===== src/logic/rv_decode_pkg.sv =====
`default_nettype none

package rv_decode_pkg;

   localparam int xlen      = 32;
   localparam int reg_count = 32;

   // RV32I major opcodes
   localparam logic [6:0] op_lui    = 7'b0110111;
   localparam logic [6:0] op_auipc  = 7'b0010111;
   localparam logic [6:0] op_jal    = 7'b1101111;
   localparam logic [6:0] op_jalr   = 7'b1100111;
   localparam logic [6:0] op_branch = 7'b1100011;
   localparam logic [6:0] op_load   = 7'b0000011;
   localparam logic [6:0] op_store  = 7'b0100011;
   localparam logic [6:0] op_imm    = 7'b0010011;
   localparam logic [6:0] op_reg    = 7'b0110011;

   typedef enum logic [2:0] {
      imm_none,
      imm_i,
      imm_s,
      imm_b,
      imm_u,
      imm_j
   } imm_enc_e;

   typedef enum logic [3:0] {
      alu_add,
      alu_sub,
      alu_sll,
      alu_slt,
      alu_sltu,
      alu_xor,
      alu_srl,
      alu_sra,
      alu_or,
      alu_and,
      alu_pass_b      // operand b straight through, used by lui
   } alu_op_e;

   typedef struct packed {
      alu_op_e  alu_op;
      imm_enc_e encoding;
      logic     alu_src_imm;  // operand b is the immediate
      logic     reg_write;
      logic     mem_read;
      logic     mem_write;
      logic     is_branch;
      logic     is_jump;
      logic     illegal;
   } control_t;

   typedef struct packed {
      logic            taken;
      logic [xlen-1:0] target;
   } branch_pred_t;

   function automatic logic [xlen-1:0] imm_extend(
      input logic [31:0] instr,
      input imm_enc_e    enc
   );
      logic [xlen-1:0] imm;
      case (enc)
         imm_i: begin
            imm = {{20{instr[31]}}, instr[31:20]};
         end
         imm_s: begin
            imm = {{20{instr[31]}}, instr[31:25], instr[11:7]};
         end
         imm_b: begin
            imm = {{19{instr[31]}}, instr[31], instr[7], instr[30:25],
                   instr[11:8], 1'b0};
         end
         imm_u: begin
            imm = {instr[31:12], 12'h000};
         end
         imm_j: begin
            imm = {{11{instr[31]}}, instr[31], instr[19:12], instr[20],
                   instr[30:21], 1'b0};
         end
         default: begin
            imm = '0;  // no immediate
         end
      endcase
      return imm;
   endfunction

endpackage

`default_nettype wire


===== src/logic/rv_decompress.sv =====
`timescale 1ns/1ns
`default_nettype none

module rv_decompress (
   input  logic [15:0] c_instr,
   output logic [31:0] expanded,
   output logic        c_illegal
);

   import rv_decode_pkg::*;

   logic [1:0]  quadrant;
   logic [2:0]  funct3;
   logic [4:0]  rd_full;
   logic [4:0]  rs2_full;
   logic [4:0]  reg_p_lo;   // rd' or rs2', bits 4:2
   logic [4:0]  reg_p_hi;   // rs1', bits 9:7
   logic [11:0] imm6;
   logic [6:0]  lw_off;
   logic [20:0] j_imm;
   logic [12:0] b_imm;

   assign quadrant = c_instr[1:0];
   assign funct3   = c_instr[15:13];
   assign rd_full  = c_instr[11:7];
   assign rs2_full = c_instr[6:2];
   assign reg_p_lo = {2'b01, c_instr[4:2]};   // x8..x15
   assign reg_p_hi = {2'b01, c_instr[9:7]};

   assign imm6   = {{6{c_instr[12]}}, c_instr[12], c_instr[6:2]};
   assign lw_off = {c_instr[5], c_instr[12:10], c_instr[6], 2'b00};   // word scaled

   assign j_imm = {{9{c_instr[12]}}, c_instr[12], c_instr[8], c_instr[10:9],
                   c_instr[6], c_instr[7], c_instr[2], c_instr[11],
                   c_instr[5:3], 1'b0};

   assign b_imm = {{4{c_instr[12]}}, c_instr[12], c_instr[6:5], c_instr[2],
                   c_instr[11:10], c_instr[4:3], 1'b0};

   always_comb begin
      expanded  = '0;
      c_illegal = (c_instr == 16'h0000);
      case ({quadrant, funct3})
         5'b00_010: begin  // c.lw
            expanded = {5'b00000, lw_off, reg_p_hi, 3'b010, reg_p_lo, op_load};
         end
         5'b00_110: begin  // c.sw
            expanded = {5'b00000, lw_off[6:5], reg_p_lo, reg_p_hi, 3'b010,
                        lw_off[4:0], op_store};
         end
         5'b01_000: begin  // c.addi
            expanded = {imm6, rd_full, 3'b000, rd_full, op_imm};
         end
         5'b01_010: begin  // c.li
            expanded = {imm6, 5'd0, 3'b000, rd_full, op_imm};
         end
         5'b01_011: begin
            // rd of 2 is c.addi16sp, zero immediate is reserved
            if (rd_full == 5'd2 || imm6[5:0] == 6'd0) begin
               c_illegal = 1'b1;
            end else begin
               expanded = {{14{c_instr[12]}}, c_instr[12], c_instr[6:2], rd_full, op_lui};
            end
         end
         5'b01_101: begin  // c.j
            expanded = {j_imm[20], j_imm[10:1], j_imm[11], j_imm[19:12], 5'd0, op_jal};
         end
         5'b01_110, 5'b01_111: begin  // c.beqz / c.bnez, funct3 bit 0 picks bne
            expanded = {b_imm[12], b_imm[10:5], 5'd0, reg_p_hi, 2'b00, funct3[0],
                        b_imm[4:1], b_imm[11], op_branch};
         end
         5'b10_100: begin
            if (rs2_full == 5'd0) begin
               c_illegal = 1'b1;   // c.jr, c.jalr, c.ebreak
            end else if (!c_instr[12]) begin
               expanded = {7'b0000000, rs2_full, 5'd0, 3'b000, rd_full, op_reg};
            end else begin
               expanded = {7'b0000000, rs2_full, rd_full, 3'b000, rd_full, op_reg};
            end
         end
         default: begin
            c_illegal = 1'b1;
         end
      endcase
      if (c_illegal) begin
         expanded = '0;
      end
   end

endmodule

`default_nettype wire


===== src/logic/rv_register_file.sv =====
`timescale 1ns/1ns
`default_nettype none

module rv_register_file (
   input  logic                     clk,
   input  logic                     rst_n,
   input  logic                     write_en,
   input  logic [4:0]               write_id,
   input  logic [rv_decode_pkg::xlen-1:0] write_data,
   input  logic [4:0]               read1_id,
   input  logic [4:0]               read2_id,
   output logic [rv_decode_pkg::xlen-1:0] read1_data,
   output logic [rv_decode_pkg::xlen-1:0] read2_data,
   output logic [rv_decode_pkg::xlen-1:0] debug_reg [0:rv_decode_pkg::reg_count-1]
);

   import rv_decode_pkg::*;

   logic [xlen-1:0] regs [0:reg_count-1];

   always_ff @(posedge clk) begin
      if (!rst_n) begin
         for (int i = 0; i < reg_count; i++) begin
            regs[i] <= '0;
         end
      end else if (write_en && write_id != 5'd0) begin  // x0 stays zero
         regs[write_id] <= write_data;
      end
   end

   assign read1_data = regs[read1_id];
   assign read2_data = regs[read2_id];
   assign debug_reg  = regs;

endmodule

`default_nettype wire


===== src/logic/rv_control_unit.sv =====
`timescale 1ns/1ns
`default_nettype none

module rv_control_unit (
   input  logic [31:0]             instr,
   output rv_decode_pkg::control_t control
);

   import rv_decode_pkg::*;

   logic [6:0] opcode;
   logic [2:0] funct3;
   logic [6:0] funct7;
   logic       bad;

   assign opcode = instr[6:0];
   assign funct3 = instr[14:12];
   assign funct7 = instr[31:25];

   always_comb begin
      control = '0;
      bad     = 1'b0;
      case (opcode)
         op_lui: begin
            control.alu_op      = alu_pass_b;
            control.encoding    = imm_u;
            control.alu_src_imm = 1'b1;
            control.reg_write   = 1'b1;
         end
         op_auipc: begin
            control.alu_op      = alu_add;
            control.encoding    = imm_u;
            control.alu_src_imm = 1'b1;
            control.reg_write   = 1'b1;
         end
         op_jal, op_jalr: begin
            control.alu_op      = alu_add;
            control.encoding    = (opcode == op_jal) ? imm_j : imm_i;
            control.alu_src_imm = 1'b1;
            control.reg_write   = 1'b1;
            control.is_jump     = 1'b1;
            bad = (opcode == op_jalr) && (funct3 != 3'b000);
         end
         op_branch: begin
            control.alu_op    = alu_sub;   // compare by subtraction
            control.encoding  = imm_b;
            control.is_branch = 1'b1;
            bad = (funct3 == 3'b010) || (funct3 == 3'b011);
         end
         op_load, op_store: begin
            control.alu_op      = alu_add;   // base + offset
            control.encoding    = (opcode == op_load) ? imm_i : imm_s;
            control.alu_src_imm = 1'b1;
            control.reg_write   = (opcode == op_load);
            control.mem_read    = (opcode == op_load);
            control.mem_write   = (opcode == op_store);
            bad = (funct3 != 3'b010);   // word access only
         end
         op_imm, op_reg: begin
            control.encoding    = (opcode == op_imm) ? imm_i : imm_none;
            control.alu_src_imm = (opcode == op_imm);
            control.reg_write   = 1'b1;
            case (funct3)
               3'b000: control.alu_op = (opcode == op_reg && funct7[5]) ? alu_sub : alu_add;
               3'b001: control.alu_op = alu_sll;
               3'b010: control.alu_op = alu_slt;
               3'b011: control.alu_op = alu_sltu;
               3'b100: control.alu_op = alu_xor;
               3'b101: control.alu_op = funct7[5] ? alu_sra : alu_srl;
               3'b110: control.alu_op = alu_or;
               default: control.alu_op = alu_and;
            endcase
            // addi-type immediates own funct7, shifts and reg ops do not
            if (opcode == op_reg || funct3 == 3'b001 || funct3 == 3'b101) begin
               if (funct7 == 7'b0100000) begin
                  bad = !(funct3 == 3'b101 || (funct3 == 3'b000 && opcode == op_reg));
               end else begin
                  bad = (funct7 != 7'b0000000);
               end
            end
         end
         default: begin
            bad = 1'b1;
         end
      endcase
      if (bad) begin
         control         = '0;
         control.illegal = 1'b1;
      end
   end

endmodule

`default_nettype wire


===== src/logic/decode_stage.sv =====
`timescale 1ns/1ns
`default_nettype none

module decode_stage #(
   parameter bit rvc_en = 1'b1
) (
   input  logic                               clk,
   input  logic                               rst_n,
   input  logic [31:0]                        instruction,
   input  logic [rv_decode_pkg::xlen-1:0]     pc,
   input  rv_decode_pkg::branch_pred_t        branch_in,
   input  logic                               write_en,
   input  logic [4:0]                         write_id,
   input  logic [rv_decode_pkg::xlen-1:0]     write_data,
   output rv_decode_pkg::branch_pred_t        branch_out,
   output logic [rv_decode_pkg::xlen-1:0]     pc_out,
   output logic [4:0]                         reg_rd_id,
   output logic [rv_decode_pkg::xlen-1:0]     read_data1,
   output logic [rv_decode_pkg::xlen-1:0]     read_data2,
   output logic [rv_decode_pkg::xlen-1:0]     immediate_data,
   output rv_decode_pkg::control_t            control_signals,
   output logic [rv_decode_pkg::xlen-1:0]     debug_reg [0:rv_decode_pkg::reg_count-1]
);

   import rv_decode_pkg::*;

   logic        is_compressed;
   logic [31:0] expanded;
   logic        c_illegal;
   logic [31:0] eff_instr;
   control_t    base_ctl;

   assign is_compressed = (instruction[1:0] != 2'b11);

   generate
      if (rvc_en) begin : g_rvc
         rv_decompress u_decompress (
            .c_instr   (instruction[15:0]),
            .expanded  (expanded),
            .c_illegal (c_illegal)
         );
      end else begin : g_no_rvc
         assign expanded  = '0;
         assign c_illegal = 1'b1;   // every compressed word rejected
      end
   endgenerate

   assign eff_instr = is_compressed ? expanded : instruction;

   rv_register_file u_regfile (
      .clk        (clk),
      .rst_n      (rst_n),
      .write_en   (write_en),
      .write_id   (write_id),
      .write_data (write_data),
      .read1_id   (eff_instr[19:15]),
      .read2_id   (eff_instr[24:20]),
      .read1_data (read_data1),
      .read2_data (read_data2),
      .debug_reg  (debug_reg)
   );

   rv_control_unit u_control (
      .instr   (eff_instr),
      .control (base_ctl)
   );

   always_comb begin
      control_signals = base_ctl;
      if (is_compressed && c_illegal) begin
         control_signals.illegal   = 1'b1;
         control_signals.reg_write = 1'b0;
         control_signals.mem_read  = 1'b0;
         control_signals.mem_write = 1'b0;
         control_signals.is_branch = 1'b0;
         control_signals.is_jump   = 1'b0;
      end
   end

   assign reg_rd_id      = eff_instr[11:7];
   assign immediate_data = imm_extend(eff_instr, control_signals.encoding);
   assign pc_out         = pc;
   assign branch_out     = branch_in;

endmodule

`default_nettype wire


===== config.mk =====
export PLATFORM = sky130hd
export DESIGN_NAME = decode_stage
export DESIGN_NICKNAME = d
export VERILOG_FILES = /design/src/logic/rv_decode_pkg.sv /design/src/logic/rv_decompress.sv /design/src/logic/rv_register_file.sv /design/src/logic/rv_control_unit.sv /design/src/logic/decode_stage.sv
export SDC_FILE = /design/constraint.sdc
export NUM_CORES = 2
export LEC_CHECK = 0
export BUFFER_PORTS_ARGS = -buffer_cell sky130_fd_sc_hd__buf_4
export CORE_AREA = 2 2 518 520
export DETAILED_ROUTE_END_ITERATION = 7
export DIE_AREA = 0 0 520 522
export GPL_TIMING_DRIVEN = 0
export MAX_ROUTING_LAYER = met4
export PLACE_DENSITY_LB_ADDON = 0.15
export RECOVER_POWER = 50
export SLEW_MARGIN = 20
export SYNTH_ARGS = -nofsm -noshare
export SYNTH_HDL_FRONTEND = slang
export SYNTH_SLANG_ARGS = --single-unit

===== constraint.sdc =====
create_clock -name clk -period 5.3 [get_ports clk]
set_input_delay 0 -clock clk [delete_from_list [all_inputs] [get_ports clk]]
set_output_delay 0 -clock clk [all_outputs]
set_load 0.005 [all_outputs]

==> run summary <==
DR vias/cell: 5.530
Hold Crit Depth: 5
Synth Area in Compound Gates: 24.16%
FF-to-FF setup slack: 4180 ps
Synthesis-to-layout area growth: 33.41%
Initial antenna violation count: 97
Number of synthesized flops with an enable pin: 0
Max reg flops: 1024
Fin nets: 10066
H-tree depth: 4
Crit path max fanout: 11
DIE AREA: 0.2714 mm²
Syn_area_per_cell: 6.713 µm²
R2R Path End: u_regfile.debug_reg[160]
Critical Path End Type: primary output
Die width: 520 µm
Layout cells sized above 1: 13.31%
Post-synthesis async set-or-reset flop share: 0%
Fin area: 0.07543 mm²
Switching Fraction: 34.60%
Initial drt markers: 11350
Period utilization: 101.7%
Simple-gate share of the synthesized area: 32.52%
Mux contribution to synthesized area: 0.7479%
CTS tree: done
# setup viols final: 15
GP Congestion: 1.023
Io pins: 1341
Synth top cells by count: 3785 x nand2_1, 1024 x dfxtp_1, 994 x a21boi_0
Count of port buffers added during placement: 1271
Mapped Area: 0.05654 mm²
Seq/Total Area, Yosys: 36.26%
Reg2reg path depth: 2
Synth warn: 0
Clock slew at reported path FFs: 60 ps
Via count: 75425
Count leader, synth: nand2_1
Post-detailed-route wirelength per cell: 40.76 µm
Worst EP arrival: 5390 ps
Die Height: 522 µm
Final Util: 28.31%
Fin. Hold Viols: 2
Slew headroom: -2.462%
Largest net degree at the start of global routing: 17
CTS Buf Count: 137
Worst Skew: 0 ps
P_int: 14400 µW
CTS root buf: clkbuf_16
Worst setup margin: -91.32 ps
Area after DPL: 0.07194 mm²
Setup tns final: -706.1 ps
Seq cells post-synth: 1024
Main area contributors after synthesis: dfxtp_1 36%, nand2_1 25%, a21boi_0 13%, clkbuf_1 5.1%, nand3_1 3.5%
Critical path required time: 5300 ps
Initial Utilization: 21.22%
Worst Tran Pin Value: 1537 ps
Hold EP: u_regfile.debug_reg[672]
Status: finished, violations left
Vias in the first global route: 67804
Detail Route Antenna Nets: 0
Hold path startpoint: write_id[3]
Global-route usage over all layers: 40.29%
Clock sinks: 1024
Hold Worst Slack: -9.222 ps
Sw power: 7619 µW
Clk pwr share: 44.3%
DRC viols: 297
Largest family of logic cells by synthesized area: simple AND/OR/NAND/NOR gates
Sequential share of power: 35.7%
CP Class: in -> out
Congestion Overflow GR: 0
RSZ-0062 raised after global routing: true
Origin of the critical flop-to-flop path: u_regfile.debug_reg[160]
First-pass GRT wire length: 703600 µm
Slew Limit Fails: 8
Synth Area in XOR/XNOR: 0.01549%
Static Leak: 0.02431 µW
Final WL: 555900 µm
CP startpoint kind: input pin
Hold WC Path Type: in -> reg
Total of max-cap violations: 1
Bufs on Longest Clock Path: 3
PwrDens: 291.9 mW/mm²
Placed Cells: 13307
Post-Synth Adder-Cell Area: 0%
Minimum clock period after layout: 5391 ps
Cell taking the most area after synthesis: dfxtp_1
Detailed placement HPWL: 461700 µm
Synth top area share: 36.26%
VDD IR max: 0.3804 mV
Count of non-filler cells in the finished layout: 13640
Std-Cell Rows: 190
Failing checks: design-rule violations, negative hold slack, max-capacitance violations, max-slew violations, negative setup slack
Worst-Skew Late Latency: 840 ps
F_max: 185.5 MHz
Area of the core: 0.2665 mm²
Syn nets: 8560
Cells after synthesis: 8423
TritonRoute pass-1 iters: 8
Comb power frac: 19.9%
Dominant synthesized flop cell: dfxtp_1
Synth cell types: 62
final cells by class:
class                   count  area, µm²
clock inverters            45      531.8
clock buffers             193       3973
plain buffers             868       3719
multi-input cells        6518      32760
repair buffers           1370       9314
flip-flops and latches   1024      20500
inverters                  10      37.54
fillers                 29991     191100
well taps                3552       4444
diodes                     60      150.1
cell families after synthesis:
| group | after synthesis |
|---|---|
| buf+inv | 881 |
| mux | 42 |
| compound gates | 1918 |
| flops | 1024 |
| xor+xnor | 1 |
| simple gates | 4557 |
worst max-delay path by stage:
stage                     from                  to  slack [ps]
3_3_place_gp   instruction[13]      read_data1[14]       -5150
6_report       instruction[15]      read_data2[15]         -90
3_5_place_dp   instruction[14]      read_data2[23]       -1640
4_1_cts        instruction[15]      read_data2[13]           9
2_1_floorplan   instruction[1]  immediate_data[21]        2560
5_1_grt        instruction[15]      read_data2[13]         -70
cell usage in the layout (no fill, tap or decap), types with 22 or more instances in the layout:
cell type,Yosys,final
clkbuf_4,0,599
a22oi_1,101,79
a31oi_1,133,133
dfxtp_1,1024,1024
clkbuf_1,761,1151
clkbuf_16,0,140
clkbuf_2,0,109
buf_1,38,34
mux2i_1,40,40
diode_2,0,60
and2_1,41,32
clkbuf_8,0,28
a32oi_1,195,195
and3_1,37,37
o2111ai_1,33,31
nor2_1,79,65
dlygate4sd3_1,0,36
buf_16,0,31
a21oi_1,345,336
o21ai_0,34,32
nand2_1,3785,3784
a21boi_0,994,994
buf_4,65,276
a221oi_1,40,37
nand3_1,391,391
a22oi_2,0,22
nand4_1,160,160
per-stage QoR:
step | total power, µW | setup WS (ps)
2_1_floorplan | 9481 | 2563
5_1_grt | 22280 | -69.02
6_report | 22020 | -91.32
4_1_cts | 21870 | 9.087
3_3_place_gp | 12050 | -5148
3_5_place_dp | 12190 | -1643
power groups by stage:
stage	clock network (µW)	registers, µW	logic (µW)
2_1_floorplan	0	7970	1510
3_3_place_gp	0	8030	4020
3_5_place_dp	0	8030	4160
4_1_cts	9790	7870	4220
5_1_grt	10100	7870	4350
6_report	9760	7870	4390
timing repair:
action | CTS | global route
pin swaps | 10 | 5
resized for setup | 84 | 24
endpoints found under the setup margin | 65 | 33
hold buffers | 36 | 0
hold endpoints to repair | 420 | 0
cloned | 0 | 0
buffers inserted | 2 | 0
metal layers:
layer  part of all wire [%]  routed length, µm  global-route usage (%)
met5                      0                  0                       -
met4                    8.5              47300                   27.66
met3                     10              58130                   10.65
met2                     41             229500                   57.66
met1                     40             221000                   49.15
worst max-delay path, stage by stage:
cell and delay [ps]:
buf_4 160, clkbuf_2 240, clkbuf_2 290, and3b_1 220, o21ai_0 190, o21a_1 160
o21ai_1 190, a221oi_2 490, buf_8 390, clkbuf_2 340, buf_12 240, clkbuf_1 500
a32oi_1 330, a22oi_1 730, nand4_1 520, buf_4 300
Note: power is estimated with default switching activity, not from simulation.
